## src/design/rv_control_fsm.sv

```systemverilog
module rv_control_fsm (
    input  logic clk,
    input  logic reset,
    input  logic i_is_tx_store,
    input  logic i_is_halt,
    input  logic i_has_credit,
    output logic o_commit,
    output logic o_tx_fire,
    output logic o_halted
);

    typedef enum logic [1:0] {
        RUN,
        WAIT_CREDIT,
        HALTED
    } state_e;

    state_e state;
    state_e state_next;
    logic   starved;

    assign starved = i_is_tx_store && !i_has_credit;

    always_comb begin
        state_next = state;
        o_commit   = 1'b0;
        case (state)
            RUN: begin
                if (i_is_halt) begin
                    state_next = HALTED;
                end else if (starved) begin
                    state_next = WAIT_CREDIT; // hold pc on the store
                end else begin
                    o_commit = 1'b1;
                end
            end
            WAIT_CREDIT: begin
                if (i_has_credit) begin
                    state_next = RUN;
                end
            end
            default: state_next = HALTED; // only reset leaves
        endcase
    end

    always_ff @(posedge clk) begin
        if (reset) begin
            state <= RUN;
        end else begin
            state <= state_next;
        end
    end

    assign o_tx_fire = o_commit && i_is_tx_store;
    assign o_halted  = (state == HALTED);

endmodule

```

## config.mk

```make
export PLATFORM = sky130hd
export DESIGN_NAME = rv_control_fsm
export DESIGN_NICKNAME = d
export VERILOG_FILES = /design/src/design/rv_control_fsm.sv
export SDC_FILE = /design/constraint.sdc
export NUM_CORES = 1
export LEC_CHECK = 0
export BUFFER_PORTS_ARGS = -buffer_cell sky130_fd_sc_hd__buf_4
export CORE_AREA = 2 2 39 41
export DETAILED_ROUTE_END_ITERATION = 8
export DIE_AREA = 0 0 41 43
export MAX_ROUTING_LAYER = met4
export SYNTH_ARGS = -nofsm -noshare
export SYNTH_HDL_FRONTEND = slang
export SYNTH_SLANG_ARGS = --single-unit
```

## constraint.sdc

```tcl
create_clock -name clk -period 1 [get_ports clk]
set_input_delay 0.25 -clock clk [delete_from_list [all_inputs] [get_ports clk]]
set_output_delay 0.25 -clock clk [all_outputs]
set_load 0.01 [all_outputs]
```

# Word level (Yosys, flattened, before mapping)
# Cells that the tools add are included.
[word_totals]
ff_bits = 2
latchBits = 0
ram_bits = 0
mem_bits_ro = 0
in_bits = 5
output_inout_bits = 3
elab_cells = 17
mem_count = 0
[classes]
add_sub_neg = 0
n_mul = 0
div_mod_pow = 0
magnitude_cmp = 0
eq_ne = 4
shifts = 0
n_mux = 7
n_bitwise = 0
reduce_logical = 5
[ops]
columns = ["cell", "n"]
rows = [
  ["$mux W2", 3],
  ["$pmux W2 S2", 1],
  ["$mux W1", 3],
  ["$ne A3 B3 Y1 const B", 1],
  ["$eq A2 B1 Y1 const B", 1],
  ["$eq A2 B2 Y1 const B", 1],
  ["$logic_and A1 B1 Y1", 2],
  ["$logic_not A2 Y1", 1],
  ["$ne A2 B2 Y1 const B", 1],
  ["$reduce_and A2 Y1", 1],
  ["$logic_not A1 Y1", 1],
]

# Longest topological paths before layout
[logic_depth]
ltp_word = 6
depth_mapped = 2
depth_no_buf = 2

# Least setup slack after synthesis
# OpenSTA, ideal clock, no wires.
[synth_path]
kind = "register -> output"
start = "register state[1]"
end = "output port o_tx_fire"
t_arrival_ns = 0.773
t_required_ns = 0.750
slack_ns = -0.023
stages_incl_launch_ff = 2
path_buffers = 0
cell_sequence = "dfxtp_1 -> nor4_1"
[synth_between]
elab_chain_cells = 3
[synth_rtl]
columns = ["element", "line_no", "rtl"]
rows = [
  ["start: declaration", "18", "state_e state;"],
  ["start signal: assignment", "50", "state <= state_next;"],
  ["$logic_not A2 Y1", "27", "case (state)"],
  ["$mux W1", "27", ""],
  ["$logic_and A1 B1 Y1", "54", "assign o_tx_fire = o_commit && i_is_tx_store;"],
  ["end: declaration", "8", "output logic o_tx_fire,"],
]
# No other way between the ends.

# Worst setup path in the final report
[layout_path]
start = "register state[0]"
end = "output port o_commit"
[layout_between]
elab_chain_cells = 2
[layout_rtl]
columns = ["element", "line_no", "rtl"]
rows = [
  ["$logic_not A2 Y1", "27", ""],
  ["$mux W1", "27", ""],
  ["end: declaration", "7", "output logic o_commit,"],
]
# No other way between the ends.

==> impl_metrics.ini <==
[detailed_routing]
drtAntennaViolNets = 0
finalWirelength_um = 342
first_pass_iters = 4
wl_per_cell_um = 7.95
vias = 146
drc = 0
via_per_inst = 3.40
initialDrtViolationCount = 1

[grt]
grt_max_degree = 4
overflow = 0
grt_pass1_vias = 137
grt_usage_pct = 5.64
antenna_found_initial = 0
grt_pass1_wl_um = 572

[layout]
largest_register_ffs = 2
layout-drive-gt1-share_pct = 74.1
finalCoreUtilization_pct = 19.1
largest-register = state
syn_to_final_growth_pct = 148
fillCellCount = 152
layout_common_cells = 10 x buf_4, 3 x clkbuf_4
nets = 34
largestRegisters = state x2
layout_commonest_cell = buf_4
diodes = 0

[clock_tree]
cts_root_buf = clkbuf_4
numCtsBuffers = 3
htreeDepth = 1
ctsHoldBuffers = 0
cts_tree = done
clkTransAtPathRegs_ps = 30
clk_latency_ps = 220
clock-sinks = 2
clockBufferDepth = 2

[sta]
rsz0062_at_grt = yes
hold_viol = 0
tns_ps = -602
fin_skew_ps = 3.25
slew_headroom_pct = 84.1
whs_ps = 184
final_max_slew_viol_count = 0
fin_crit_sh_pct = 124
fin_crit_ps = 1240
setup_slack_ps = -237
finalSetupViolations = 3
fmax_mhz = 808
tightest_slew_ps = 238

[synthesis]
ys_seq_area_share_pct = 37.6
syn_nets = 18
synth.distinct_cells = 11
synth_seq_cells = 2
yosys_warnings = 0
synthCells = 13
syn-cell-area_um2 = 106
syn_area_per_cell_um2 = 8.18

[floorplan]
fp.dieH_um = 43
die_area_mm2 = 0.00176
core_area_mm2 = 0.00138
initial_core_util_pct = 7.69
ios = 8
die_width_um = 41
rows = 14

[worst_setup_path]
rr_startpoint = state[1]
worst-setup-path-type = flop to output pin
worst_ep_arrival_time_ps = 990
startpoint = state[0]
cp-start-kind = flop
critPathRequiredTime_ps = 750
cp_max_fo = 3
setup.worst_path.end_class = output pin

[power_and_ir_drop]
powerDensity_mw_per_mm2 = 1310
switching_share_pct = 24.2
p_leak_nw = 0.116
peakVddDrop_mv = 0.602
combPwrFrac_pct = 21.6
power_frac_clock_pct = 51.8
p_sw_w = 0.0000833
power.internal_w = 0.000262
p_seq_share_pct = 26.6

[run_status]
violations = setup timing
status = finished with violations

[placement]
place_congestion = 0.591
portBuffers = 7

[worst_hold_path]
hp-start = reset
worstHoldPathType = input pin to flop

[flow_run]
maxCapViolations = 0
[through the flow]
step	setup WS, ps	total power (W)	std cells	area, um^2
after floorplan	44.2	0.000116	13	125
after global placement	-136	0.000155	39	220
after detailed placement	-141	0.000156	39	220
after CTS	-254	0.000355	43	262
after global routing	-298	0.000377	43	264
final	-237	0.000345	43	264
[metal layers]
metal	vias to the layer above	GRT usage [%]	share of wire [%]
li1	74	-	-
met1	60	7.01	50
met2	12	4.69	31
met3	0	6.28	19
met4	0	4.00	0
met5	-	-	0
[critical path, stage by stage (launching register included)]
cell	delay [ps]
dfxtp_2	330
a2111oi_4	260
buf_4	170
[final timing paths]
check                  end  depth (start not counted)  slack (ps)
hold reg to reg   state[1]                          3         600
hold / removal    state[1]                          2         180
setup reg to reg  state[0]                          3         160
setup / recovery  o_commit                          2        -240
[power groups by stage]
stage	Clock (W)	Sequential, W	Combinational, W
3_3_place_gp	0	0.0000921	0.0000631
2_1_floorplan	0	0.0000917	0.0000245
6_report	0.000179	0.0000916	0.0000745
4_1_cts	0.000191	0.0000911	0.0000730
5_1_grt	0.000203	0.0000919	0.0000815
3_5_place_dp	0	0.0000923	0.0000641
[synthesized netlist by cell type]
master,count,area share [%]
nor2b_1,1,5.9
a2111oi_2,1,14
nor3_1,1,4.7
nand2_1,1,3.5
o21a_1,1,7.1
a21oi_1,1,4.7
nand2b_1,1,5.9
nor2_1,1,3.5
inv_1,2,7.1
nor4_1,1,5.9
dfxtp_1,2,38
[logic make-up after synthesis]
| kind of cell | synth area share (%) |
|---|---|
| flip-flops | 37.6 |
| AND/OR/NAND/NOR | 29.4 |
| AO/OA/AOI/OAI | 25.9 |
| buffers and inverters | 7.06 |
[final cells by class]
cell class / instances / area, um^2 / share of cell area, %
timing repair buffer: 11 / 86.3 / 32.7
sequential: 2 / 45.0 / 17.1
inverter: 2 / 10.0 / 3.79
tap: 16 / 20.0 / 7.58
clock buffer: 3 / 22.5 / 8.53
multi-input combinational: 9 / 80.1 / 30.3
[what timing repair did]
item	4_1_cts	5_1_grt
gates resized for setup	6	1
setup endpoints to repair	3	3
buffers inserted	1	0
pin swaps	3	0
(Power assumes the default switching activity.)
