--- config.mk ---
export PLATFORM = sky130hd
export DESIGN_NAME = rv_decoder
export DESIGN_NICKNAME = d
export VERILOG_FILES = /design/src/design/rv_pkg.sv /design/src/design/rv_decoder.sv
export SDC_FILE = /design/constraint.sdc
export NUM_CORES = 1
export LEC_CHECK = 0
export BUFFER_PORTS_ARGS = -buffer_cell sky130_fd_sc_hd__buf_2
export CORE_UTILIZATION = 44
export DETAILED_ROUTE_END_ITERATION = 8
export PLACE_DENSITY_LB_ADDON = 0.08
export SLEW_MARGIN = 20
export SYNTH_ARGS = -nofsm -noshare
export SYNTH_HDL_FRONTEND = slang
export SYNTH_SLANG_ARGS = --single-unit
--- constraint.sdc ---
create_clock -name vclk -period 4.9
set_input_delay 0.49 -clock vclk [all_inputs]
set_output_delay 0.49 -clock vclk [all_outputs]
set_load 0.02 [all_outputs]
--- src/design/rv_pkg.sv ---
package rv_pkg;

    localparam int XLEN       = 32;
    localparam int REG_ADDR_W = 5;
    localparam int IMEM_WORDS = 256;
    localparam int DMEM_WORDS = 256;
    localparam int IMEM_AW    = $clog2(IMEM_WORDS);
    localparam int DMEM_AW    = $clog2(DMEM_WORDS);

    localparam logic [XLEN-1:0] TX_ADDR = 32'h0002_0020; // store-mapped tx port
    localparam int TX_CREDITS = 4;
    localparam int CREDIT_W   = 3;

    localparam logic [6:0] OPC_LUI    = 7'b0110111;
    localparam logic [6:0] OPC_AUIPC  = 7'b0010111;
    localparam logic [6:0] OPC_JAL    = 7'b1101111;
    localparam logic [6:0] OPC_JALR   = 7'b1100111;
    localparam logic [6:0] OPC_BRANCH = 7'b1100011;
    localparam logic [6:0] OPC_LOAD   = 7'b0000011;
    localparam logic [6:0] OPC_STORE  = 7'b0100011;
    localparam logic [6:0] OPC_OPIMM  = 7'b0010011;
    localparam logic [6:0] OPC_OP     = 7'b0110011;
    localparam logic [6:0] OPC_SYSTEM = 7'b1110011;

    typedef enum logic [4:0] {
        OP_ADD, OP_SUB, OP_AND, OP_OR, OP_XOR,
        OP_SLL, OP_SRL, OP_SRA, OP_SLT, OP_SLTU,
        OP_LUI, OP_AUIPC, OP_JAL, OP_JALR,
        OP_BEQ, OP_BNE, OP_BLT, OP_BGE, OP_BLTU, OP_BGEU,
        OP_LW, OP_SW, OP_SB, OP_EBREAK, OP_ILLEGAL
    } alu_op_e;

    typedef struct packed {
        alu_op_e               op;
        logic [REG_ADDR_W-1:0] rd;
        logic [REG_ADDR_W-1:0] rs1;
        logic [REG_ADDR_W-1:0] rs2;
        logic [XLEN-1:0]       imm;     // already sign extended
        logic                  use_imm; // operand b from imm
        logic                  wb_en;
    } dec_t;

    typedef struct packed {
        logic [DMEM_AW-1:0] word_addr;
        logic [XLEN-1:0]    wdata;
        logic [3:0]         byte_en; // all zero means no write
    } mem_req_t;

endpackage

--- src/design/rv_decoder.sv ---
module rv_decoder (
    input  logic [rv_pkg::XLEN-1:0] i_inst,
    output rv_pkg::dec_t            o_dec
);
    import rv_pkg::*;

    logic [6:0]      opcode;
    logic [2:0]      funct3;
    logic [6:0]      funct7;
    logic [XLEN-1:0] imm_i;
    logic [XLEN-1:0] imm_s;
    logic [XLEN-1:0] imm_b;
    logic [XLEN-1:0] imm_u;
    logic [XLEN-1:0] imm_j;

    assign opcode = i_inst[6:0];
    assign funct3 = i_inst[14:12];
    assign funct7 = i_inst[31:25];

    assign imm_i = {{20{i_inst[31]}}, i_inst[31:20]};
    assign imm_s = {{20{i_inst[31]}}, i_inst[31:25], i_inst[11:7]};
    assign imm_b = {{19{i_inst[31]}}, i_inst[31], i_inst[7], i_inst[30:25], i_inst[11:8], 1'b0};
    assign imm_u = {i_inst[31:12], 12'h000};
    assign imm_j = {{11{i_inst[31]}}, i_inst[31], i_inst[19:12], i_inst[20], i_inst[30:21], 1'b0};

    always_comb begin
        o_dec         = '0;
        o_dec.op      = OP_ILLEGAL;
        o_dec.rd      = i_inst[11:7];
        o_dec.rs1     = i_inst[19:15];
        o_dec.rs2     = i_inst[24:20];
        case (opcode)
            OPC_LUI: begin
                o_dec.op  = OP_LUI;
                o_dec.imm = imm_u;
            end
            OPC_AUIPC: begin
                o_dec.op  = OP_AUIPC;
                o_dec.imm = imm_u;
            end
            OPC_JAL: begin
                o_dec.op  = OP_JAL;
                o_dec.imm = imm_j;
            end
            OPC_JALR: begin
                if (funct3 == 3'b000) begin
                    o_dec.op = OP_JALR;
                end
                o_dec.imm     = imm_i;
                o_dec.use_imm = 1'b1;
            end
            OPC_BRANCH: begin
                case (funct3)
                    3'b000:  o_dec.op = OP_BEQ;
                    3'b001:  o_dec.op = OP_BNE;
                    3'b100:  o_dec.op = OP_BLT;
                    3'b101:  o_dec.op = OP_BGE;
                    3'b110:  o_dec.op = OP_BLTU;
                    3'b111:  o_dec.op = OP_BGEU;
                    default: o_dec.op = OP_ILLEGAL;
                endcase
                o_dec.imm = imm_b; // compare uses rs2, not imm
            end
            OPC_LOAD: begin
                if (funct3 == 3'b010) begin
                    o_dec.op = OP_LW;
                end
                o_dec.imm     = imm_i;
                o_dec.use_imm = 1'b1;
            end
            OPC_STORE: begin
                case (funct3)
                    3'b000:  o_dec.op = OP_SB;
                    3'b010:  o_dec.op = OP_SW;
                    default: o_dec.op = OP_ILLEGAL;
                endcase
                o_dec.imm     = imm_s;
                o_dec.use_imm = 1'b1;
            end
            OPC_OPIMM: begin
                case (funct3)
                    3'b000:  o_dec.op = OP_ADD;
                    3'b010:  o_dec.op = OP_SLT;
                    3'b011:  o_dec.op = OP_SLTU;
                    3'b100:  o_dec.op = OP_XOR;
                    3'b110:  o_dec.op = OP_OR;
                    3'b111:  o_dec.op = OP_AND;
                    3'b001:  o_dec.op = (funct7 == 7'h00) ? OP_SLL : OP_ILLEGAL;
                    default: begin
                        if (funct7 == 7'h00) begin
                            o_dec.op = OP_SRL;
                        end else if (funct7 == 7'h20) begin
                            o_dec.op = OP_SRA;
                        end
                    end
                endcase
                o_dec.imm     = imm_i; // shamt sits in imm[4:0]
                o_dec.use_imm = 1'b1;
            end
            OPC_OP: begin
                case ({funct7, funct3})
                    {7'h00, 3'b000}: o_dec.op = OP_ADD;
                    {7'h20, 3'b000}: o_dec.op = OP_SUB;
                    {7'h00, 3'b001}: o_dec.op = OP_SLL;
                    {7'h00, 3'b010}: o_dec.op = OP_SLT;
                    {7'h00, 3'b011}: o_dec.op = OP_SLTU;
                    {7'h00, 3'b100}: o_dec.op = OP_XOR;
                    {7'h00, 3'b101}: o_dec.op = OP_SRL;
                    {7'h20, 3'b101}: o_dec.op = OP_SRA;
                    {7'h00, 3'b110}: o_dec.op = OP_OR;
                    {7'h00, 3'b111}: o_dec.op = OP_AND;
                    default:         o_dec.op = OP_ILLEGAL;
                endcase
            end
            OPC_SYSTEM: begin
                if (i_inst == 32'h0010_0073) begin
                    o_dec.op = OP_EBREAK;
                end
            end
            default: o_dec.op = OP_ILLEGAL;
        endcase
        o_dec.wb_en = !(o_dec.op inside {OP_BEQ, OP_BNE, OP_BLT, OP_BGE, OP_BLTU, OP_BGEU,
                                         OP_SW, OP_SB, OP_EBREAK, OP_ILLEGAL});
    end

endmodule

# Word-level counts from Yosys, hierarchy flattened
# Index checks and enable logic that the tools add are counted.
# word_totals
elab_cells,59
in_bits,32
ff_bits,0
output_inout_bits,54
# op_classes
eq_ne,38
n_reduce_logical,8
mux,13
# ops
operator,count
one-hot mux 32 bit (5 select lines),1
one-hot mux 5 bit (10 select lines),2
"equality test 10 x 3 -> 1 bit, second input constant",4
"equality test 5 bit, second input constant",8
one-hot mux 5 bit (7 select lines),1
"equality test 32 x 21 -> 1 bit, second input constant",1
one-hot mux 5 bit (6 select lines),1
"equality test 7 x 6 -> 1 bit, second input constant",4
"equality test 7 bit, second input constant",4
"equality test 10 x 2 -> 1 bit, second input constant",2
"equality test 10 x 9 -> 1 bit, second input constant",2
2-to-1 mux 5 bit,4
"equality test 7 x 5 -> 1 bit, second input constant",2
"equality test 3 bit, second input constant",4
"equality test 10 x 1 -> 1 bit, second input constant",1
"equality test 5 x 4 -> 1 bit, second input constant",2
zero test 10 bit,1
nonzero test 10 bit,1
2-to-1 mux 4 bit,2
one-hot mux 4 bit (2 select lines),1
"equality test 7 x 2 -> 1 bit, second input constant",1
zero test 7 bit,1
"equality test 3 x 2 -> 1 bit, second input constant",2
OR reduction 4 bit,1
6 further kinds,6

# Logic depth before layout (Yosys ltp)
# logic_depth
word_depth,8
ltp_mapped,9

# Worst setup path before layout
# OpenSTA, ideal clock, no wires.
# synth_path
path_kind,in2out
startpoint,input i_inst[31] (netlist name)
endpoint,output o_dec[0] (netlist name)
stages,7
slack_ps,2056
path_buffers,0
arrival_time_ps,2354
t_required_ps,4410
path_cell_list,or4_4 > or3_4 > nor4_4 > a21oi_1 > nand4_1 > nor2_1 > o2bb2a_4
# synth_lines
element,line,source
start: declaration,rv_decoder.sv:2,"input logic [rv_pkg::XLEN-1:0] i_inst,"
end: declaration,rv_decoder.sv:3,output rv_pkg::dec_t o_dec

==> results.toml <==
[outcome]
status = "complete, no violations"

[floorplan]
fp.dieH_um = 53.0
rows = 18
die_area_sq_mm = 0.00281
start_util_pct = 46.2
io_pins = 86
die_w_um = 53.0
fp.coreArea_sq_mm = 0.00248

[clock_tree]
hold_buffers = 0
post_cts_buffers = 0
cts_resized = 0

[placement]
place_inst = 270
pre_cts_ws_ns = 1.74
numPortBuffers = 86
place_congestion = 0.840
hpwl_um = 2830

[synth]
ys_warn_count = 0
synth_cells = 181
synth-seq-area-share_pct = 0
synth_area_per_cell_sq_um = 6.32
ys_types = 51
synthesis.area_sq_mm = 0.00114
synth_fp_nets = 213

[global_route]
grt_max_degree = 22
grt_pass1_wl_um = 5200
grt_antenna_before_repair = 0
grt_pass1_vias = 1144
grt_util_all_layers_pct = 23.8
grt_overflow = 0

[worst_setup_path]
cp_data_arrival_time_ns = 2.65
end_kind = "output pin"
worstPathMaxFanout = 5
critPathLaunchType = "primary input"
path_class = "in2out"
required_ns = 4.41

[final_layout]
stdcell_count = 270
drive_above_1_share_pct = 39.6
seq_cell_count = 0
area_growth_pct = 27.4
layout.area.seq_sq_um = 0
n_antenna_cell = 0
clock_buffers = 0
fin_nets = 274

[hold_path]
hold_class = "in2out"
hold_path_end = "o_dec[41]"
hold_depth = 2
min-delay-start = "i_inst[17]"

[timing]
post-route-min-period_ns = 3.14
slew_violations = 0
setup_violations = 0
slew_headroom_pct = 38.5
postLayoutSetupSlackWorst_ns = 1.76
setup_tns_ns = 0
rsz0062_at_grt = "no"
finalHoldViolCount = 0
tightest_slew_ns = 0.909
fmax_mhz = 318
post-route-period-util_pct = 64.1
whs_ns = 1.23

[power_and_ir_drop]
irDropWorstVdd_mv = 0.0536
powerDensity_mw_per_mm2 = 66.5
p_leak_nw = 0.938
total_power_mw = 0.0968

[drt]
drt_pass1_iterations = 5
drt_iter0_drc = 54
routed-via-count = 1554
antenna_left = 0
wl_um = 3540
drc = 0
avgViaCountPerCell = 5.76
wire_per_inst_um = 13.1

[flow_run]
drv_cap = 0
layout by cell type (no fill, tap or decap), types with 3 or more instances in the layout:
cell / Yosys / routed
nand4_1: 3 / 3
nand3b_1: 4 / 4
nand3_1: 6 / 6
nand2_1: 15 / 15
nor3_1: 8 / 8
a22o_1: 4 / 4
and2_1: 7 / 7
a211oi_1: 3 / 3
buf_2: 1 / 86
a21o_1: 21 / 21
nor2_1: 15 / 15
o21ai_0: 8 / 8
inv_1: 10 / 10
a21oi_1: 8 / 8
cell type report:
cell class | instances | area, sq um
fill | 263 | 1020
inverter | 10 | 37.5
multi-input combinational | 143 | 943
tap | 30 | 37.5
timing repair buffer | 87 | 438
metal layers:
| layer | GRT usage (%) | vias up | part of all wire [%] | wire length, um |
|---|---|---|---|---|
| met2 | 38.0 | 84 | 46 | 1610 |
| met3 | 0 | 2 | 8.0 | 283 |
| met4 | 1.32 | 0 | 0.59 | 21 |
| li1 | - | 771 | - | - |
| met1 | 36.7 | 697 | 46 | 1620 |
| met5 | 0 | - | 0 | 0 |
power by group:
part / switching (mW) / leakage, nW / total (mW) / internal, mW
combinational: 0.0620 / 0.938 / 0.0968 / 0.0349
clock: 0 / 0 / 0 / 0
sequential: 0 / 0 / 0 / 0
Yosys cell counts (all sizes together), types with 4 or more instances:
library cell | n | share of area [%]
and2 | 7 | 3.8
clkbuf | 10 | 3.3
a21oi | 8 | 3.5
nand3 | 6 | 2.6
nor3 | 8 | 3.5
a22o | 4 | 3.1
o21ai | 9 | 3.9
nor2 | 16 | 5.5
nand2 | 15 | 4.9
inv | 10 | 3.3
buf | 18 | 11
nand3b | 4 | 2.6
a21o | 21 | 14
how the worst max path moves through the flow:
stage	from	end	slack, ns	depth (start not counted)
floorplan	i_inst[31]	o_dec[0]	2.06	7
global placement	i_inst[31]	o_dec[0]	1.80	9
detailed placement	i_inst[31]	o_dec[0]	1.74	9
CTS	i_inst[31]	o_dec[0]	1.74	9
global route	i_inst[31]	o_dec[0]	1.66	9
finish	i_inst[31]	o_dec[0]	1.76	9
cell families after synthesis:
| family | after synthesis | share of synthesized area [%] |
|---|---|---|
| simple gates | 80 | 42.5 |
| compound gates | 61 | 38.5 |
| xor+xnor | 2 | 1.53 |
| buf+inv | 38 | 17.5 |
worst max-delay path, cell delays in order:
cell	delay (ns)
buf_2	0.12
or4_4	0.56
or3_4	0.36
nor4_4	0.33
nor2_2	0.08
nor4b_4	0.24
o21ai_1	0.12
o2bb2a_4	0.19
buf_2	0.15
stage by stage:
step	instance area [sq um]	utilization, %
after global placement	1460	58.8
final	1460	58.8
after floorplan	1140	-
after global routing	1460	58.8
after CTS	1460	58.8
after detailed placement	1460	58.8
No activity file was read; power rests on OpenSTA's default activity.
