$ cat src/design/rv_pkg.sv
package rv_pkg;

    localparam int XLEN       = 32;
    localparam int REG_ADDR_W = 5;
    localparam int IMEM_WORDS = 256;
    localparam int DMEM_WORDS = 256;
    localparam int IMEM_AW    = $clog2(IMEM_WORDS);
    localparam int DMEM_AW    = $clog2(DMEM_WORDS);

    localparam logic [XLEN-1:0] TX_ADDR = 32'h0002_0020; // store-mapped tx port
    localparam int TX_CREDITS = 4;
    localparam int CREDIT_W   = 3;

    localparam logic [6:0] OPC_LUI    = 7'b0110111;
    localparam logic [6:0] OPC_AUIPC  = 7'b0010111;
    localparam logic [6:0] OPC_JAL    = 7'b1101111;
    localparam logic [6:0] OPC_JALR   = 7'b1100111;
    localparam logic [6:0] OPC_BRANCH = 7'b1100011;
    localparam logic [6:0] OPC_LOAD   = 7'b0000011;
    localparam logic [6:0] OPC_STORE  = 7'b0100011;
    localparam logic [6:0] OPC_OPIMM  = 7'b0010011;
    localparam logic [6:0] OPC_OP     = 7'b0110011;
    localparam logic [6:0] OPC_SYSTEM = 7'b1110011;

    typedef enum logic [4:0] {
        OP_ADD, OP_SUB, OP_AND, OP_OR, OP_XOR,
        OP_SLL, OP_SRL, OP_SRA, OP_SLT, OP_SLTU,
        OP_LUI, OP_AUIPC, OP_JAL, OP_JALR,
        OP_BEQ, OP_BNE, OP_BLT, OP_BGE, OP_BLTU, OP_BGEU,
        OP_LW, OP_SW, OP_SB, OP_EBREAK, OP_ILLEGAL
    } alu_op_e;

    typedef struct packed {
        alu_op_e               op;
        logic [REG_ADDR_W-1:0] rd;
        logic [REG_ADDR_W-1:0] rs1;
        logic [REG_ADDR_W-1:0] rs2;
        logic [XLEN-1:0]       imm;     // already sign extended
        logic                  use_imm; // operand b from imm
        logic                  wb_en;
    } dec_t;

    typedef struct packed {
        logic [DMEM_AW-1:0] word_addr;
        logic [XLEN-1:0]    wdata;
        logic [3:0]         byte_en; // all zero means no write
    } mem_req_t;

endpackage

$ cat src/design/rv_tx_credit.sv
module rv_tx_credit (
    input  logic clk,
    input  logic reset,
    input  logic i_tx_fire,
    input  logic i_tx_credit,
    output logic o_has_credit
);
    import rv_pkg::*;

    logic [CREDIT_W-1:0] count;

    always_ff @(posedge clk) begin
        if (reset) begin
            count <= CREDIT_W'(TX_CREDITS);
        end else if (i_tx_fire && !i_tx_credit) begin
            count <= count - 1'b1;
        end else if (i_tx_credit && !i_tx_fire) begin
            count <= count + 1'b1;
        end
    end

    assign o_has_credit = (count != '0);

    // sink returns no more than it was sent
    max_credit_a: assert property (@(posedge clk) disable iff (reset)
        count <= CREDIT_W'(TX_CREDITS));

    no_underflow_a: assert property (@(posedge clk) disable iff (reset)
        i_tx_fire |-> count != '0);

endmodule

$ cat config.mk
export PLATFORM = sky130hd
export DESIGN_NAME = rv_tx_credit
export DESIGN_NICKNAME = d
export VERILOG_FILES = /design/src/design/rv_pkg.sv /design/src/design/rv_tx_credit.sv
export SDC_FILE = /design/constraint.sdc
export NUM_CORES = 1
export LEC_CHECK = 0
export CELL_PAD_IN_SITES_DETAIL_PLACEMENT = 1
export CELL_PAD_IN_SITES_GLOBAL_PLACEMENT = 1
export CORE_AREA = 2 2 39 41
export DETAILED_ROUTE_END_ITERATION = 10
export DIE_AREA = 0 0 41 43
export DONT_BUFFER_PORTS = 1
export GPL_ROUTABILITY_DRIVEN = 0
export PLACE_DENSITY = 0.3
export SLEW_MARGIN = 25
export SYNTH_ARGS = -nofsm -noshare
export SYNTH_HDL_FRONTEND = slang
export SYNTH_SLANG_ARGS = --single-unit
$ cat constraint.sdc
create_clock -name clk -period 1.8 [get_ports clk]
set_input_delay 0.09 -clock clk [delete_from_list [all_inputs] [get_ports clk]]
set_output_delay 0.09 -clock clk [all_outputs]
set_load 0.005 [all_outputs]
Yosys cells after proc, flatten, opt, wreduce, memory -nomap -nowiden:

Index checks and enable logic that the tools add are counted.

* output and inout bits: 1
* register bits after elaboration: 3
* word-level logic and storage cells: 11

* add/sub/neg operators: 2
* reductions and logical operators: 6
* multiplexer cells: 2

Operators by type and width (number)
* $mux W3: 2
* $add A3 B1 Y3 const B: 1
* $reduce_bool A3 Y1: 1
* $sub A3 B1 Y3 const B: 1
* $logic_and A1 B1 Y1: 2
* $logic_not A1 Y1: 2
* $reduce_bool A2 Y1: 1

Depth between registers and ports, before layout:

Gate-level depths: netlist (run 1).

* word-level depth: 4
* depth in mapped cells: 6
* depth with buffers taken out: 6

Least setup slack after synthesis (run 1):

OpenSTA, ideal clock, no wires.

* kind: flip-flop to flip-flop
* start: reg count[0]
* end: reg count[2]
* setup slack: 0.364 ns
* path buffers: 0
* arrival: 1.309 ns
* cell stages (with the launch flop): 5
* cells stage by stage: dfxtp_1 > fa_1 > xnor2_1 > o21ai_1 > or3b_1

* longest elaborated chain between the ends: 3

RTL lines
* start, declared: RTL line rv_tx_credit.sv:10 `logic [CREDIT_W-1:0] count;`
* start signal, assigned: RTL line rv_tx_credit.sv:14 `count <= CREDIT_W'(TX_CREDITS);`
* start signal, assigned: RTL line rv_tx_credit.sv:16 `count <= count - 1'b1;`
* start signal, assigned: RTL line rv_tx_credit.sv:18 `count <= count + 1'b1;`
* $add A3 B1 Y3: RTL line rv_tx_credit.sv:18
* $mux W3: RTL line rv_tx_credit.sv:17 `end else if (i_tx_credit && !i_tx_fire) begin`
* $mux W3 *: RTL line rv_tx_credit.sv:15 `end else if (i_tx_fire && !i_tx_credit) begin`

Mark *: on every way between the ends. The rest lies on a longest branch, timed or not. The select of a mux whose other input is x is not followed.
A chain may end at the register's enable or synchronous reset.

Worst setup path in the final report (run 1):

Ends and elaborated chain as after synthesis.

==> metrics list, run 1 <==
- STA classifies the critical path endpoint as a flop.
- Clock-pin slew was measured on the worst setup and hold paths at 0.04 ns.
- The clock period could shrink to 1.51 ns.
* Cell-by-cell listing of the critical path: fa_1, xnor2_1, nor3_1, or3b_1
* Cell family with the largest share of critical-path delay: adder cells
* Global-route wire length before repair: 552 µm
- Die H: 43 µm
- Instance count of the mapped netlist: 15
- The floorplan has 14 rows.
- Number of register bits inferred by synthesis: 3
- Final Slew Violations: 0
- For this run, the register share of the synthesized area comes to 0.384.
- The tree is rooted in a clkbuf_4.
* Clock latency on the worst-skew pair: around 0.24 ns
- Final non-filler cell total: 36
- The count of nets left with antenna violations once routing finished came out at 0.
* Share of final-layout standard cells stronger than drive strength 1: 0.150
- Result of the run: finished clean
- Setup slack on the worst reg-to-reg path comes out at slightly below 0.3 ns.
- Final period util: 0.838
* Vias per inst: 3.33
* Hold path startpoint: i_tx_fire
- 5 I/O pins were placed.
* Leftover overflow at the end of global routing: 0
- Most frequent cells in the layout: 3 x clkbuf_4, 3 x dfxtp_1, 2 x nor2_1
- CTS built an H-tree with a depth of 1.
- Setup repair after global routing left no endpoint under its margin.
* Number of flip-flops in the largest register: 3
- In this run the critical register-to-register path is launched from count[0].
- Highest Clock Rate: roughly 660 MHz
* Pin count of the biggest net entering global routing: 5
- Synthesized cell area: 156 µm²
* Worst clock skew: about 0.00067 ns
* IR Drop Worst-Case VDD: approximately 0.23 mV
* Relative slew slack: 0.866
- Along the worst hold path, the cell count comes to 3.
* Count of distinct cell types in the synthesized netlist: 12
- The floorplan step defined a core boundary enclosing about 1400 µm².
- Cts bufs inserted: 3
* Slew at the pin with the worst max-slew slack: roughly 0.2 ns
- Diodes inserted: 0
- Critical path class: flop to flop
- The worst setup path is launched from a flop.
- Final Core Density: 0.154
- Number of synthesis warnings: 0
- The clock drives 3 sinks.
* Total power divided by cell area: approximately 1200 nW/µm²
* Area of the die: ~1800 µm²
- Vias in the first global route: 126
- Nets in the synthesized netlist: 21
* Synth-to-layout area growth: 36.0%
* Data arrival time of the critical path: between 1.5 and 2 ns
* Total Wirelength: ~320 µm
- Number of buffers inserted by port buffering: 0
- Largest stage delay on the critical path: about 0.44 ns
- Fin. Hold Viols: 0
* Final sum of negative setup slack: 0 ns
- Counting flops per register, the top entry is count.
- In this run the critical register-to-register path is captured at count[2].
- Wire length per cell after detailed routing: approximately 9 µm
* Peak fanout along the critical path: 3
- In this run the post-CTS setup repair buffer count came out at 0.
- In this run the horizontal extent of the chip is roughly 40 µm.
- First drt pass iteration count: 1
* Class of the tightest hold or removal check: input pin to flop
- The number of cells on the worst reg-to-reg path is 4.
- Registers with the most flip-flops: count (3)
- In the routed design, unresolved DRC markers number 0.
- Initial antenna violation count: 0
* DR vias: between 100 and 150
- The critical path contains buffers and inverters numbering 0 combined.
- In the global route stage, overall resource usage came out at 0.0511.
- Post-layout net count: 27
- Number of violations of the max-capacitance limit: 0
- The largest individual stage delay along the critical path comes from the cell fa_1.
* Data required time of the worst path: about 1.9 ns
- Number of DRC markers after the initial detailed-route iteration: 0
* Maximum number of buffers from clock root to sink: 2
- Setup violations remaining at the end of the flow were counted as 0.
- Avg Cell Area, Syn: around 10 µm²
- Summed over all cells, the static leakage comes to between 0.08 and 0.09 nW.
- Total placed cells including tap cells: 31
* Initial core utilization: 0.113
* CTS tree: yes
- End of the worst hold path: count[0]
- FILL cells: between 150 and 200
==> power breakdown <==
part	switching (mW)	internal, mW
sequential	0.0104	0.0774
clock	0.0394	0.0834
combinational	0.0190	0.0222
==> worst register-to-register path: cells and delay by family, from the launching register on <==
| family | cells | cell delay, ns |
|---|---|---|
| adders and majority gates | 1 | 0.44 |
| and+or+nand+nor | 2 | 0.41 |
| DFF | 1 | 0.33 |
| xor gates and xnor gates | 1 | 0.21 |
==> cell usage after synthesis <==
library cell	count	share of area
nor2_1	2	0.048
fa_1	1	0.13
or3_1	1	0.040
mux2i_1	1	0.064
or3b_1	1	0.056
inv_1	1	0.024
o21ai_1	1	0.032
xor2_1	1	0.056
dfxtp_1	3	0.38
nor3_1	1	0.032
ha_1	1	0.080
xnor2_1	1	0.056
==> metrics by stage <==
stage	setup WS (ns)	hold WS, ns	total power [mW]	cell area [µm²]
floorplan	0.364	0.162	0.119	156
global placement	0.318	0.163	0.127	176
detailed placement	0.300	0.165	0.128	176
CTS	0.286	0.268	0.259	213
global route	0.214	0.302	0.271	213
finish	0.291	0.271	0.252	213
==> worst max-delay path by stage <==
stage             start       end  slack (ns)  depth (start not counted)
2_1_floorplan  count[0]  count[2]        0.36                          4
3_3_place_gp   count[0]  count[2]        0.32                          4
3_5_place_dp   count[0]  count[2]        0.30                          4
4_1_cts        count[0]  count[2]        0.29                          4
5_1_grt        count[0]  count[2]        0.21                          4
6_report       count[0]  count[2]        0.29                          4
==> routing by layer <==
| layer | wire length [µm] | GRT usage | vias up |
|---|---|---|---|
| met3 | 33 | 0.0471 | 3 |
| met4 | 10 | 0.0400 | 0 |
| li1 | - | - | 59 |
| met1 | 169 | 0.0703 | 52 |
| met5 | 0 | 0 | - |
| met2 | 104 | 0.0438 | 6 |
==> cells by family (layout without fill, tap and decap cells) <==
family | count (synthesis) | count (layout) | share of synthesized area
mux | 1 | 1 | 0.0640
flops | 3 | 3 | 0.384
fa+ha+maj | 2 | 2 | 0.208
compound gates | 1 | 1 | 0.0320
simple gates | 5 | 5 | 0.176
xor+xnor | 2 | 2 | 0.112
buf+inv | 1 | 6 | 0.0240
==> layout make-up <==
class / count / area [µm²] / share of cell area
well taps: 16 / 20.0 / 0.0941
flip-flops and latches: 3 / 60.1 / 0.282
repair buffers: 1 / 10.0 / 0.0471
inverters: 1 / 3.75 / 0.0176
multi-input cells: 11 / 92.6 / 0.435
clock buffers: 4 / 26.3 / 0.124
==> repair_timing <==
item	CTS	global route
resized for setup	0	0
endpoints found under the hold margin	3	0
hold buffers	1	0
No activity file was read; power rests on OpenSTA's default activity.
==> run 2, diff against run 1 <==
==> constraint.sdc (replaced) <==
create_clock -name clk -period 1.5 [get_ports clk]
set_input_delay 0.075 -clock clk [delete_from_list [all_inputs] [get_ports clk]]
set_output_delay 0.075 -clock clk [all_outputs]
set_load 0.005 [all_outputs]
==> run 2 against run 1 <==
Against the previous run: core utilization up 0.81 points; critical path depth unchanged; global-route usage up 0.70 points; clock skew about the same; die area unchanged; clock-buffer cell count unchanged; combinational power up 37%; non-clock buffer count unchanged; final cell count unchanged; critical path type unchanged; largest cell class unchanged.
==> metrics list, run 2 (synthesis results as in run 1) <==
* Share of final-layout standard cells stronger than drive strength 1: 0.300 (+0.150)
* IR Drop Worst-Case VDD: 0.199 mV (-13%)
- The full die area is 1760 µm² (unchanged).
- The antenna violation net count after detailed routing is 0 (unchanged).
* Pin count of the biggest net entering global routing: 5 (unchanged)
- Clock transition at path regs: 0.04 ns (about the same)
- Overall Power: 0.302 mW (+20%)
* Worst clock skew: 0.000341 ns (-0.000328 ns)
- Maximum number of buffers from clock root to sink: 2 (unchanged)
- Detailed-route DRC error count: 0 (unchanged)
- The worst setup margin was 0.0586 ns (-0.232 ns).
- The largest registers in the layout are count (3).
- The path class of the tightest hold or removal check is input pin to flop.
* Initial antenna violation count: 0 (unchanged)
- The slew at the pin with the worst max-slew slack is 0.177 ns (-0.0221 ns).
* Peak fanout along the critical path: 3 (unchanged)
- Number of violations of the max-capacitance limit: 0 (unchanged)
* Total routing usage reported by global routing: 0.0581 (+0.00696)
- The hold violation count in the final report came to 0 (unchanged).
* Leakage: 0.0900 nW (+2.2%)
* Total Wirelength: 302 µm (-5.0%)
* Final Slew Violations: 0 (unchanged)
- The final critical path time including I/O delays and setup is 1.44 ns (-0.0678 ns).
* Area of the multi-input gates: 103 µm² (+11%)
* Switching portion of total power: 0.254 (-0.0190)
- Startpoint kind of the worst setup timing path: flop
* First drt pass iteration count: 1 (unchanged)
- Vias per inst: 3.56 (+6.7%)
- RSZ-0062 raised after global routing: true
* Register with the highest flop count: count
- Category of the worst setup path capture point: flop
- FILL cells: 162 (+1.9%)
- Post-layout net count: 27 (unchanged)
* Number of flip-flops in the largest register: 3 (unchanged)
* Count of clock tree sinks: 3 (unchanged)
- Leaving out fill and tap cells, the most frequent cell in the layout is clkbuf_4.
- Number of buffers inserted by port buffering: 0 (unchanged)
- The antenna diode instance count came to 0 (unchanged).
- Data required time of the worst path: 1.61 ns (-0.31 ns)
* Net Sw Power: 0.0768 mW (+12%)
- H-tree level count: 1 (unchanged)
* Initial core utilization: 0.113 (unchanged)
- Die Width: 41 µm (unchanged)
- Total power divided by cell area: 1350 nW/µm² (+14%)
- The design area came to 224 µm² (+5.3%).
- Die H: 43 µm (unchanged)
* I/O pins: 5 (unchanged)
* Synth-to-layout area growth: 43.2%
- The number of endpoints failing setup at the final stage is 0 (unchanged).
* Setup slack after placement: -0.00500 ns (-0.305 ns)
- The number of global-route vias before repair came to 128 (+1.6%).
- Number of buffers inserted by post-CTS setup repair: 0 (unchanged)
* Clock latency on the worst-skew pair: 0.23 ns (about the same)
- The register cell area after layout came to 61.3 µm² (+2.1%).
- TritonCTS built the clock tree.
- The cell count after placement came to 31 (unchanged).
- The internal power summed over all cells was 0.225 mW (+23%).
- Num rows: 14 (unchanged)
- Number of DRC markers after the initial detailed-route iteration: 0 (unchanged)
* Clock share of power: 0.461 (-0.027)
* Relative slew slack: 0.882 (+0.0157)
- Clock tree root driver cell: clkbuf_4
* Highest Clock Rate: 694 MHz (+4.7%)
- The routed wire length per instance came to 8.39 µm (-5.0%).
* Final Core Density: 0.162 (+0.00814)
- The slack of the worst reg-to-reg path came to 0.06 ns (-0.23 ns).
* Most frequent cells in the layout: 3 x clkbuf_4, 2 x nor2_1, 2 x dfxtp_1
* Cts bufs inserted: 3 (unchanged)
- The share of total power in combinational logic was 0.186 (+0.022).
- Final sum of negative setup slack: 0 ns (unchanged)
* Placed standard-cell area: 176 µm² (unchanged)
- DR vias: 128 (+6.7%)
- Result of the run: finished clean
- Data arrival time of the critical path: 1.55 ns (-0.08 ns)
* Global-route wire length before repair: 538 µm (-2.5%)
- Final period util: 0.961 (+0.123)
- The total congestion overflow is 0 (unchanged).
- Core Box Area: 1380 µm² (unchanged)
* Critical path class: flop to flop
* Post-route worst hold slack: 0.255 ns (-0.0161 ns)
* Power share of the sequential group: 0.352 (+0.003)
- The non-filler instance count after layout came to 36 (unchanged).
[run 2: final timing paths]
| kind | end | cells after the start | from |
|---|---|---|---|
| worst max register to register | count[2] | 4 | count[1] |
| worst min register to register | count[1] | 2 | count[1] |
| worst max-delay path | count[2] | 4 | count[1] |
| worst min-delay path | count[0] | 3 | i_tx_fire |
[run 2: area by class of cell]
class | count | area share
Clock buffer | 4 | 0.117
Inverter | 1 | 0.0168
Multi-Input combinational cell | 11 | 0.458
Sequential cell | 3 | 0.274
Tap cell | 16 | 0.0894
Timing Repair Buffer | 1 | 0.0447
[run 2: power groups by stage]
stage	Sequential [mW]	Combinational [mW]	Clock (mW)
after floorplan	0.103	0.0391	0
after global placement	0.106	0.0475	0
after detailed placement	0.106	0.0468	0
after CTS	0.106	0.0522	0.148
after global routing	0.109	0.0641	0.155
final	0.106	0.0563	0.139
[run 2: timing repair]
action                     CTS  global route
hold endpoints to repair     3             0
setup endpoints to repair    1             1
resized for setup            1             2
pin swaps                    0             1
hold buffers                 1             0
[run 2: worst max-delay path, cell delays in order, from the launching register on]
cell and delay, ns:
dfxtp_2 0.33, fa_2 0.40, xnor2_2 0.15, o21ai_1 0.11, or3b_1 0.34
[run 2: layer usage]
| metal | wire, µm | vias to the layer above | global-route usage | share of wire |
|---|---|---|---|---|
| met2 | 141 | 3 | 0.0438 | 0.47 |
| met4 | 0 | 0 | 0.120 | 0 |
| li1 | - | 61 | - | - |
| met3 | 13 | 0 | 0.0314 | 0.043 |
| met1 | 147 | 64 | 0.0637 | 0.49 |
| met5 | 0 | - | 0 | 0 |
