[config.mk]
export PLATFORM = sky130hd
export DESIGN_NAME = rv_exec
export DESIGN_NICKNAME = d
export VERILOG_FILES = /design/src/design/rv_pkg.sv /design/src/design/rv_exec.sv
export SDC_FILE = /design/constraint.sdc
export NUM_CORES = 1
export LEC_CHECK = 0
export BUFFER_PORTS_ARGS = -buffer_cell sky130_fd_sc_hd__buf_2
export CAP_MARGIN = 20
export CORE_MARGIN = 5
export CORE_UTILIZATION = 45
export DETAILED_ROUTE_END_ITERATION = 6
export PLACE_DENSITY = 0.68
export SLEW_MARGIN = 25
export SYNTH_ARGS = -nofsm -noshare
export SYNTH_HDL_FRONTEND = slang
export SYNTH_SLANG_ARGS = --single-unit
[constraint.sdc]
create_clock -name vclk -period 9.6
set_input_delay 2.4 -clock vclk [all_inputs]
set_output_delay 2.4 -clock vclk [all_outputs]
set_load 0.005 [all_outputs]
[src/design/rv_pkg.sv]
package rv_pkg;

    localparam int XLEN       = 32;
    localparam int REG_ADDR_W = 5;
    localparam int IMEM_WORDS = 256;
    localparam int DMEM_WORDS = 256;
    localparam int IMEM_AW    = $clog2(IMEM_WORDS);
    localparam int DMEM_AW    = $clog2(DMEM_WORDS);

    localparam logic [XLEN-1:0] TX_ADDR = 32'h0002_0020; // store-mapped tx port
    localparam int TX_CREDITS = 4;
    localparam int CREDIT_W   = 3;

    localparam logic [6:0] OPC_LUI    = 7'b0110111;
    localparam logic [6:0] OPC_AUIPC  = 7'b0010111;
    localparam logic [6:0] OPC_JAL    = 7'b1101111;
    localparam logic [6:0] OPC_JALR   = 7'b1100111;
    localparam logic [6:0] OPC_BRANCH = 7'b1100011;
    localparam logic [6:0] OPC_LOAD   = 7'b0000011;
    localparam logic [6:0] OPC_STORE  = 7'b0100011;
    localparam logic [6:0] OPC_OPIMM  = 7'b0010011;
    localparam logic [6:0] OPC_OP     = 7'b0110011;
    localparam logic [6:0] OPC_SYSTEM = 7'b1110011;

    typedef enum logic [4:0] {
        OP_ADD, OP_SUB, OP_AND, OP_OR, OP_XOR,
        OP_SLL, OP_SRL, OP_SRA, OP_SLT, OP_SLTU,
        OP_LUI, OP_AUIPC, OP_JAL, OP_JALR,
        OP_BEQ, OP_BNE, OP_BLT, OP_BGE, OP_BLTU, OP_BGEU,
        OP_LW, OP_SW, OP_SB, OP_EBREAK, OP_ILLEGAL
    } alu_op_e;

    typedef struct packed {
        alu_op_e               op;
        logic [REG_ADDR_W-1:0] rd;
        logic [REG_ADDR_W-1:0] rs1;
        logic [REG_ADDR_W-1:0] rs2;
        logic [XLEN-1:0]       imm;     // already sign extended
        logic                  use_imm; // operand b from imm
        logic                  wb_en;
    } dec_t;

    typedef struct packed {
        logic [DMEM_AW-1:0] word_addr;
        logic [XLEN-1:0]    wdata;
        logic [3:0]         byte_en; // all zero means no write
    } mem_req_t;

endpackage

[src/design/rv_exec.sv]
module rv_exec (
    input  rv_pkg::dec_t            i_dec,
    input  logic [rv_pkg::XLEN-1:0] i_pc,
    input  logic [rv_pkg::XLEN-1:0] i_rs1_data,
    input  logic [rv_pkg::XLEN-1:0] i_rs2_data,
    input  logic [rv_pkg::XLEN-1:0] i_load_data,
    output logic [rv_pkg::XLEN-1:0] o_wb_data,
    output logic [rv_pkg::XLEN-1:0] o_next_pc,
    output rv_pkg::mem_req_t        o_mem_req,
    output logic                    o_is_tx_store,
    output logic                    o_is_halt,
    output logic [7:0]              o_tx_data
);
    import rv_pkg::*;

    logic [XLEN-1:0] opb;
    logic [XLEN-1:0] sum;
    logic [XLEN-1:0] pc_plus4;
    logic [XLEN-1:0] pc_imm;
    logic [XLEN-1:0] alu_res;
    logic            taken;

    assign opb      = i_dec.use_imm ? i_dec.imm : i_rs2_data;
    assign sum      = i_rs1_data + opb; // also the load/store address
    assign pc_plus4 = i_pc + 32'd4;
    assign pc_imm   = i_pc + i_dec.imm;

    always_comb begin
        case (i_dec.op)
            OP_SUB:   alu_res = i_rs1_data - opb;
            OP_AND:   alu_res = i_rs1_data & opb;
            OP_OR:    alu_res = i_rs1_data | opb;
            OP_XOR:   alu_res = i_rs1_data ^ opb;
            OP_SLL:   alu_res = i_rs1_data << opb[4:0];
            OP_SRL:   alu_res = i_rs1_data >> opb[4:0];
            OP_SRA:   alu_res = $signed(i_rs1_data) >>> opb[4:0];
            OP_SLT:   alu_res = XLEN'($signed(i_rs1_data) < $signed(opb));
            OP_SLTU:  alu_res = XLEN'(i_rs1_data < opb);
            OP_LUI:   alu_res = i_dec.imm;
            OP_AUIPC: alu_res = pc_imm;
            OP_JAL,
            OP_JALR:  alu_res = pc_plus4; // link value
            default:  alu_res = sum;
        endcase
    end

    always_comb begin
        case (i_dec.op)
            OP_BEQ:  taken = (i_rs1_data == i_rs2_data);
            OP_BNE:  taken = (i_rs1_data != i_rs2_data);
            OP_BLT:  taken = ($signed(i_rs1_data) < $signed(i_rs2_data));
            OP_BGE:  taken = ($signed(i_rs1_data) >= $signed(i_rs2_data));
            OP_BLTU: taken = (i_rs1_data < i_rs2_data);
            OP_BGEU: taken = (i_rs1_data >= i_rs2_data);
            default: taken = 1'b0;
        endcase
    end

    always_comb begin
        if (i_dec.op == OP_JALR) begin
            o_next_pc = {sum[XLEN-1:1], 1'b0};
        end else if (i_dec.op == OP_JAL || taken) begin
            o_next_pc = pc_imm;
        end else begin
            o_next_pc = pc_plus4;
        end
    end

    assign o_is_tx_store = (i_dec.op == OP_SB) && (sum == TX_ADDR);
    assign o_is_halt     = (i_dec.op == OP_EBREAK);
    assign o_tx_data     = i_rs2_data[7:0];
    assign o_wb_data     = (i_dec.op == OP_LW) ? i_load_data : alu_res;

    always_comb begin
        o_mem_req.word_addr = sum[DMEM_AW+1:2];
        o_mem_req.wdata     = (i_dec.op == OP_SB) ? {4{i_rs2_data[7:0]}} : i_rs2_data;
        o_mem_req.byte_en   = 4'b0000;
        if (i_dec.op == OP_SW) begin
            o_mem_req.byte_en = 4'b1111;
        end else if (i_dec.op == OP_SB && !o_is_tx_store) begin
            o_mem_req.byte_en = 4'b0001 << sum[1:0]; // lane from low address bits
        end
    end

    // program must stay within the kept instruction set once pc is valid
    illegal_op_a: assert final ($isunknown(i_pc) || i_dec.op != OP_ILLEGAL)
        else $error("illegal instruction at pc %h", i_pc);

endmodule

Word-level counts from Yosys, hierarchy flattened
Cells that the tools add are included.
- add/subtract/negate cells: 4
- magnitude comparators: 6
- equal/unequal tests: 26
- shift operators: 4
- mux-type cells: 9
- bitwise gates (word level): 3
- reduce and logical (&&, ||, !) cells: 5
- operator list (cell ; number):
    32-bit case mux with 12 select lines ; 1
    32-bit two-way mux ; 5
    32-bit < comparator ; 4
    32-bit adder ; 2
    32-bit greater-or-equal comparator ; 2
    5-bit by 4-bit == test with 1-bit output (second input constant) ; 8
    5-bit == test (second input constant) ; 8
    32-bit by 3-bit adder with 32-bit output (second input constant) ; 1
    32-bit AND ; 1
    32-bit by 18-bit == test with 1-bit output (second input constant) ; 1
    32-bit == test ; 1
    32-bit inequality test ; 1
    32-bit bitwise OR ; 1
    32-bit by 5-bit << shifter with 32-bit output ; 1
    32-bit by 5-bit >> shifter with 32-bit output ; 1
    32-bit by 5-bit >>> shifter with 32-bit output ; 1
    32-bit subtractor ; 1
    32-bit XOR ; 1
    5-bit by 3-bit == test with 1-bit output (second input constant) ; 4
    5-bit by 2-bit == test with 1-bit output (second input constant) ; 2
    4-bit two-way mux ; 2
    1-bit case mux with 6 select lines ; 1
    5-bit by 1-bit == test with 1-bit output (second input constant) ; 1
    1-bit by 2-bit << shifter with 4-bit output (first input constant) ; 1
    other kinds (4) ; 5
- register bits after elaboration: 0
- bits of input ports: 182
- output and inout port bits: 118
- word-level logic and storage cells: 57

Longest topological paths before layout
Gate-level depths: netlist of the first run.
- word-level depth: 8
- depth in mapped cells: 18
- gate-level depth less buffers: 15

Least setup slack after synthesis of the first run
OpenSTA, ideal clock, no wires.
- path type: input-to-output
- start: in i_dec[1] (netlist bit)
- end: out o_wb_data[30] (netlist bit)
- data arrival time: 6.148 ns
- required time: 7.200 ns
- slack: 1.052 ns
- cell stages on the path: 18
- path buffers: 3
- path through: buf_6 -> mux2i_2 -> inv_2 -> buf_2 -> buf_1 -> ha_1 -> inv_1 -> fa_1 -> nor2b_2 -> o21ai_2 -> a311oi_2 -> o41a_4 -> a221oi_4 -> o31a_4 -> o311ai_4 -> nor4_1 -> nor3_1 -> a221oi_2
- word-level cells in the longest chain between the ends: 4
- elaborated cells on any way between the ends: 11
- those cells by class: add/sub: 2; shift: 3; mux: 3; bitwise: 3
- ends and longest elaborated chain (what ; line ; source):
    from (decl) ; rv_exec.sv:2 ; input rv_pkg::dec_t i_dec,
    32-bit two-way mux (*) ; rv_exec.sv:23 ; assign opb = i_dec.use_imm ? i_dec.imm : i_rs2_data;
    32-bit adder (tied with other cells) ; rv_exec.sv:24 ; assign sum = i_rs1_data + opb;
    32-bit case mux with 12 select lines (*) ; rv_exec.sv:29 ; case (i_dec.op)
    32-bit two-way mux (*) ; rv_exec.sv:72 ; assign o_wb_data = (i_dec.op == OP_LW) ? i_load_data : alu_res;
    to (decl) ; rv_exec.sv:7 ; output logic [rv_pkg::XLEN-1:0] o_wb_data,
Every way passes the cells marked *; elsewhere a longest branch is shown, timed or not.

Worst setup path in the final report of the first run
- start: in i_dec[1] (netlist bit)
- end: out o_is_tx_store
- word-level cells in the longest chain between the ends: 4
- ends and longest elaborated chain (what ; line ; source):
    32-bit two-way mux ; rv_exec.sv:23 ;
    32-bit adder ; rv_exec.sv:24 ;
    32-bit by 18-bit == test with 1-bit output ; rv_exec.sv:69 ; assign o_is_tx_store = (i_dec.op == OP_SB) && (sum == TX_ADDR);
    1-bit logical AND ; rv_exec.sv:69 ;
    to (decl) ; rv_exec.sv:10 ; output logic o_is_tx_store,
No other way between the ends.

==> results.md, run 1 <==
- Synth Instances: 2,258
- DR vias/cell: approximately 6.7
- Adder-cell share of the synthesized area: 15.4%
- Vias: 19,394
- Status: complete, but fails checks
- Final Max Slew Viols: 0
- Largest net degree at the start of global routing: just under 70
- Yosys warns: 0
- Mux contribution to synthesized area: a little under an eighth
- Die X: between 150 and 200 um
- GRT Total Usage: between 40% and 50%
- Sequential cell count: 0
- CORE AREA: 32,400 sq um
- Period utilization: ~96%
- FP Rows: 66
- Setup_tns: 0 ns
- Initial antenna violation count: 3
- Ratio of cells with drive above 1 in the final layout: around 17%
- Setup crit end kind: output pin
- Worst-Margin Slew: ~1.1 ns
- Max-slew headroom: 27.9%
- Nets: about 2,800
- Post-route DRC: 1
- Die ar.: 36,400 sq um
- WL final: slightly above 80 mm
- Drt pass-1 iters: 7
- Hold buffers post-CTS: 0
- Post-Syn Area: 14,700 sq um
- Ports: 300
- CP Data Required Time: 7.20 ns
- FF+latch area: 0 sq um
- Commonest cells post-synth: nand2_1 (268), nor2_1 (210), o21ai_0 (196)
- Critical path fanouts, max: 60
- Distinct cell type count after synthesis: 96
- ANT nets after route: 0
- Worst setup SP type: primary input
- XOR/XNOR Fraction of Synth Area: 6.14%
- GPL Wtd Cong: 1.07
- Total of max-cap violations: 0
- Pre-CTS WS: roughly 0.52 ns
- Critical path class: primary input to output pin
- Area leader, netlist: ha_1
- IO buf count: between 200 and 300
- Hold path endpoint: o_tx_data[5]
- RSZ-0062 raised after global routing: no
- Synth-to-Final Area Change: 11.8%
- Largest family of logic cells by synthesized area: compound AO/OA/AOI/OAI gates
- Final worst setup slack: 0.349 ns
- First DRT Iteration DRCs: roughly 2,200
- Placed Cells incl. Taps: 2,885
- Failing checks: DRC
- Final HPWL DP: 66.4 mm
- Initial core utilization: 45.4%
- Layout Cells excl Fill: 2,887
- Top cell type's share of synthesized area: 15.0%
- Hold path depth: 2
- Worst Hold Class: primary input to output pin
- Syn_area_per_cell: 6.51 sq um
- Die Span Y: between 150 and 200 um
- Fmax: 0.108 GHz
- Seq/Total Area, Yosys: 0%
- Crit path time final: approximately 9.3 ns
- Final setup fails: 0
- Synth Area in Compound Gates: about 35%
- Number of post-CTS setup repair buffers: 0
- First-pass GRT wire length: 118 mm
- Remaining global-route overflow: 0
- Number of clock buffers in the layout: 0
- Post-CTS Resized: 0
- Synth area leaders: ha_1 (15%), mux2i_1 (8.9%), nand2_1 (6.8%)
- Final hold violation count: 0
- Vias in the first global route: 18,067
- Hold_sp: i_rs2_data[5]
- CP arrival: 6.85 ns
- Count leader, synth: nand2_1
- Post-Synth Simple-Gate Area: 22.8%
- Synthesized netlist net count: 2,619
- Routed len/inst: roughly 29 um
==> cell usage in the layout, fill, tap and decap left out, drive strengths merged, types with 46 or more instances in the layout <==
master,instances
buf,339
nand2,269
nor2,210
o21ai,207
ha,176
a21oi,172
inv,150
mux2i,134
xnor2,67
nand3,57
a211oi,46
==> per-stage QoR <==
step	util [%]	cell area, sq um	hold WS (ns)
after floorplan	-	14700	4.88
after global placement	50.7	16400	5.01
after detailed placement	50.7	16400	5.01
after CTS	50.7	16400	5.01
after global routing	50.7	16400	5.03
final	50.8	16400	5.01
==> routing by layer <==
layer | up-vias | track usage [%] | part of all wire (%)
li1 | 8674 | - | -
met1 | 9151 | 54.3 | 40
met2 | 1263 | 66.1 | 43
met3 | 302 | 7.65 | 9.3
met4 | 4 | 28.4 | 8.2
met5 | - | 0 | 0.034
==> worst max-delay path: stages <==
cell and delay (ns):
buf_2 0.23, buf_12 0.29, nand2_1 0.09, o21a_1 0.15, ha_1 0.55, nand2_1 0.13, o21ai_0 0.32, nand3_1 0.33
and2_4 0.30, xnor2_1 0.45, o2111ai_1 0.19, nor4_1 0.34, nand4_1 0.19, nor4bb_1 0.29, buf_4 0.23, and2_1 0.19
buf_2 0.13
==> kinds of logic (layout without fill, tap and decap cells) <==
group                    Yosys count  in the layout
multiplexers                     155            155
other                              0              2
buffers and inverters            305            490
AO/OA/AOI/OAI                    781            781
adder cells (fa/ha/maj)          179            179
AND/OR/NAND/NOR                  735            735
XOR/XNOR                         103            103
==> worst max-delay path by stage <==
| stage | start | endpoint | slack (ns) | depth (start not counted) |
|---|---|---|---|---|
| 2_1_floorplan | i_dec[1] | o_wb_data[30] | 1.05 | 18 |
| 3_3_place_gp | i_dec[1] | o_is_tx_store | 0.55 | 17 |
| 3_5_place_dp | i_dec[1] | o_is_tx_store | 0.52 | 17 |
| 4_1_cts | i_dec[1] | o_is_tx_store | 0.51 | 17 |
| 5_1_grt | i_dec[1] | o_is_tx_store | 0.21 | 17 |
| 6_report | i_dec[1] | o_is_tx_store | 0.35 | 17 |
==> cell type report <==
class,count,area [sq um]
Inverter,151,567
Tap cell,442,553
Timing Repair Buffer,339,1850
Multi-Input combinational cell,1953,13500
Fill cell,3434,15900
Antenna cell,2,5.00
==> inputs of run 2 (changes only) <==
CORE_MARGIN = unset   (was 5)
GPL_TIMING_DRIVEN = 1   (was unset)
==> run 2 against run 1 <==
  * The flow now finishes without violations
  * Non-clock buffer count shrank 5
  * Global-route usage grew 2.8 points
  * Via count down 0.66%
  * Worst setup slack lost 0.059 ns
  * Sequential share of layout area stayed put
  * Clock-buffer cell count is the same
  * Cell area fell by 0.35%
==> results.md, run 2 (synthesized netlist as in run 1, its figures left out) <==
- Worst Hold Class: primary input to output pin
- Nets: 2,801
- Ports: 300
- Status: completed
- CP Data Required Time: 7.20 ns
- Antenna cell count: 0
- Crit-path cells: buf_2 -> buf_4 -> nand2_1 -> o21a_1 -> ha_1 -> a2111oi_2 -> a211oi_2 -> or3_1 -> a21oi_1 -> o2111ai_1 -> nor4_1 -> nand4_1 -> nor4bb_1 -> buf_4 -> o21ai_0 -> buf_2
- Max VDD drop: between 30 and 40 uV
- Period utilization: just under 100%
- Vias in the first global route: 17,509
- Total power: 1.25 mW
- WL final: ~80 mm
- Crit path time final: a little over 9 ns
- Final setup fails: 0
- Total of max-cap violations: 0
- Number of clock buffers in the layout: 0
- Crit path max-delay cell type: a2111oi_2
- Critical path class: primary input to output pin
- Worst-Margin Slew: 1.12 ns
- Final Max Slew Viols: 0
- Number of post-CTS setup repair buffers: 0
- FF+latch area: 0 sq um
- GRT Total Usage: 45.6%
- Pre-CTS WS: 0.390 ns
- Die ar.: 33,400 sq um
- First DRT Iteration DRCs: 2,408
- Most frequent cells in the layout: buf_2 (284), nand2_1 (267), nor2_1 (205)
- CP arrival: roughly 7 ns
- Setup crit end kind: output pin
- FP Rows: 65
- Die Span Y: 183 um
- Initial antenna violation count: 3
- ANT nets after route: 0
- Crit path max-delay family: compound AO/OA/AOI/OAI gates
- Leak: 7.57 nW
- Worst setup SP type: primary input
- CORE AREA: 31,900 sq um
- RSZ-0062 raised after global routing: no
- CP bufs+invs: 4
- Post-CTS Resized: 0
- Final hold violation count: 0
- Vias: 19,266
- Critical path fanouts, max: 33
- Critical path launch point: i_dec[1]
- Hold buffers post-CTS: 0
- Remaining global-route overflow: 0
- Post-route DRC: 0
- Ratio of cells with drive above 1 in the final layout: between 10% and 20%
- Final HPWL DP: 64.7 mm
- Final worst setup slack: between 0.2 and 0.3 ns
- Largest net degree at the start of global routing: 62
- Setup_tns: 0 ns
- Initial core utilization: between 40% and 50%
- First-pass GRT wire length: about 110 mm
- Commonest non-fill, non-tap cell in the layout: buf_2
- Fmax: 0.107 GHz
- GPL Wtd Cong: 1.04
- Sequential cell count: 0
- Critical Path Max Stage Delay: 0.66 ns
- DR vias/cell: 6.71
- Hold_sp: i_rs2_data[5]
- Max-slew headroom: 24.5%
- Die X: 183 um
- Power per cell area: 76.6 nW/um^2
- IO buf count: 284
- Drt pass-1 iters: 6
- Routed len/inst: 27.7 um
- Synth-to-Final Area Change: 11.4%
==> run 2: final cells by class <==
type / instances / area (sq um)
fillers: 3443 / 15500
inverters: 151 / 567
multi-input cells: 1953 / 13500
well taps: 435 / 544
repair buffers: 334 / 1800
==> run 2: routing by layer <==
metal  wire length [um]  vias up  global-route usage (%)
met1              31300     9041                    57.4
met4               6180        2                    30.3
met2              33900     1287                    70.6
li1                   -     8670                       -
met5                 13        -                       0
met3               8350      266                    8.88
==> run 2: final timing paths <==
| path | cells after the start | to |
|---|---|---|
| worst max-delay path | 16 | o_mem_req[0] |
| worst min-delay path | 2 | o_mem_req[9] |
==> run 2: through the flow <==
step           cell area [sq um]  util (%)  std cells  hold slack (ns)
2_1_floorplan              14700         -       2258             4.88
3_3_place_gp               16400      51.3       2873             5.01
3_5_place_dp               16400      51.4       2873             5.02
4_1_cts                    16400      51.4       2873             5.02
5_1_grt                    16400      51.4       2873             5.03
6_report                   16400      51.4       2873             5.02
==> run 2: power breakdown <==
| group | internal [mW] | switching (mW) | leakage [nW] | total (mW) |
|---|---|---|---|---|
| Sequential | 0 | 0 | 0 | 0 |
| Clock | 0 | 0 | 0 | 0 |
| Combinational | 0.442 | 0.813 | 7.57 | 1.25 |
| Total | 0.442 | 0.813 | 7.57 | 1.25 |
Power figures use the tool's default switching activity.
==> inputs of run 3 (changes only) <==
CAP_MARGIN = 15   (was 20)
clock period = 11.4 ns   (was 9.6 ns; I/O delays follow)
==> run 3 against run 2 <==
  * Final cell count shrank 0.52%
  * First-iteration DRC count is 4.4% higher
  * Cell area is 0.77% lower
  * Flip-flop and latch count is the same
  * Routed wire length is 0.76% lower
  * Highest routed layer unchanged
  * Non-clock buffer count fell by 18
  * Via count rose by 0.27%
  * Sequential share of layout area stayed put
  * Worst setup slack improved by 0.64 ns
  * Critical path depth is 1 higher
  * The flow now finishes with violations (DRC)
==> results.md, run 3 (synthesized netlist as in run 1, its figures left out) <==
- Status: complete, but fails checks
- Failing checks: DRC
- WL final: roughly 80 mm
- Initial core utilization: 46.1%
- Crit path time final: approximately 10 ns
- Layout Cells excl Fill: 2,858
- Remaining global-route overflow: 0
- Critical path class: primary input to output pin
- Max-slew headroom: 26.4%
- Critical path launch point: i_dec[1]
- Vias: 19,318
- Synth-to-Final Area Change: 10.5%
- Largest net degree at the start of global routing: 68
- RSZ-0062 raised after global routing: no
- Drt pass-1 iters: 7
- IO buf count: 284
- Final hold violation count: 0
- Worst-Margin Slew: between 1 and 1.5 ns
- Pre-CTS WS: 1.12 ns
- Period utilization: 91.9%
- Worst setup SP type: primary input
- Final HPWL DP: 63.3 mm
- Worst setup path end: o_mem_req[0]
- Setup crit end kind: output pin
- Placed Cells incl. Taps: 2,855
- First-pass GRT wire length: 114 mm
- Final Max Slew Viols: 0
- Routed len/inst: 27.7 um
- Ports: 300
- Hold buffers post-CTS: 0
- Hold path depth: 2
- Die X: around 180 um
- Number of post-CTS setup repair buffers: 0
- Fmax: 0.0955 GHz
- Commonest non-fill, non-tap cell in the layout: buf_2
- ANT nets after route: 0
- Number of clock buffers in the layout: 0
- GRT Total Usage: 45.6%
- First DRT Iteration DRCs: 2,515
- GPL Wtd Cong: 1.05
- DR vias/cell: 6.76
- Nets: roughly 2,800
- Post-route DRC: 14
- Initial antenna violation count: 4
- Worst Hold Class: primary input to output pin
- Die ar.: between 30,000 and 40,000 sq um
- CP Data Required Time: 8.55 ns
- Total of max-cap violations: 0
- FP Rows: 65
- Final worst setup slack: 0.928 ns
- CORE AREA: 31,900 sq um
- Critical path fanouts, max: 36
- Setup_tns: 0 ns
- Min Hold Slack: 5.91 ns
- Most frequent cells in the layout: buf_2 (284), nand2_1 (267), nor2_1 (205)
- Vias in the first global route: 17,314
- Ratio of cells with drive above 1 in the final layout: between 15 and 20%
- Sequential cell count: 0
- CP arrival: roughly 7.6 ns
- Die Span Y: 183 um
- Post-CTS Resized: 0
- Final setup fails: 0
- FF+latch area: 0 sq um
-- run 3: how the worst min path moves through the flow --
| stage | start | endpoint | slack (ns) |
|---|---|---|---|
| 2_1_floorplan | i_rs2_data[6] | o_mem_req[10] | 5.78 |
| 3_3_place_gp | i_rs2_data[5] | o_mem_req[9] | 5.91 |
| 3_5_place_dp | i_rs2_data[5] | o_mem_req[9] | 5.92 |
| 4_1_cts | i_rs2_data[5] | o_mem_req[9] | 5.92 |
| 5_1_grt | i_rs2_data[5] | o_tx_data[5] | 5.93 |
| 6_report | i_rs2_data[5] | o_mem_req[9] | 5.91 |
-- run 3: area by class of cell --
class / count / area, sq um
antenna: 3 / 7.51
fill: 3401 / 15600
inverter: 151 / 567
multi-input combinational: 1953 / 13500
tap: 435 / 544
timing repair buffer: 316 / 1660
-- run 3: layer usage --
layer / track usage [%] / wire length [um] / up-vias
met5: 0 / 13 / -
met4: 29.6 / 5950 / 2
met3: 6.99 / 7660 / 245
met2: 71.6 / 34100 / 1324
met1: 58.1 / 31400 / 9132
li1: - / - / 8615
-- run 3: worst max-delay path: stages --
cell and delay [ns]:
buf_2 0.48, nand2_1 0.11, o21a_1 0.16, buf_4 0.27, ha_1 0.49, inv_1 0.10, nor3_1 0.22, a211oi_1 0.12
xnor2_1 0.43, nor4bb_1 0.90, o2111ai_1 0.22, nor4_1 0.28, nand4_1 0.16, nor4bb_1 0.30, buf_4 0.25, o21ai_0 0.10
buf_2 0.16
-- run 3: stage by stage --
| step | utilization [%] | cell area [sq um] |
|---|---|---|
| floorplan | - | 14700 |
| global placement | 50.9 | 16200 |
| detailed placement | 50.9 | 16200 |
| CTS | 50.9 | 16200 |
| global route | 50.9 | 16200 |
| finish | 51.0 | 16200 |
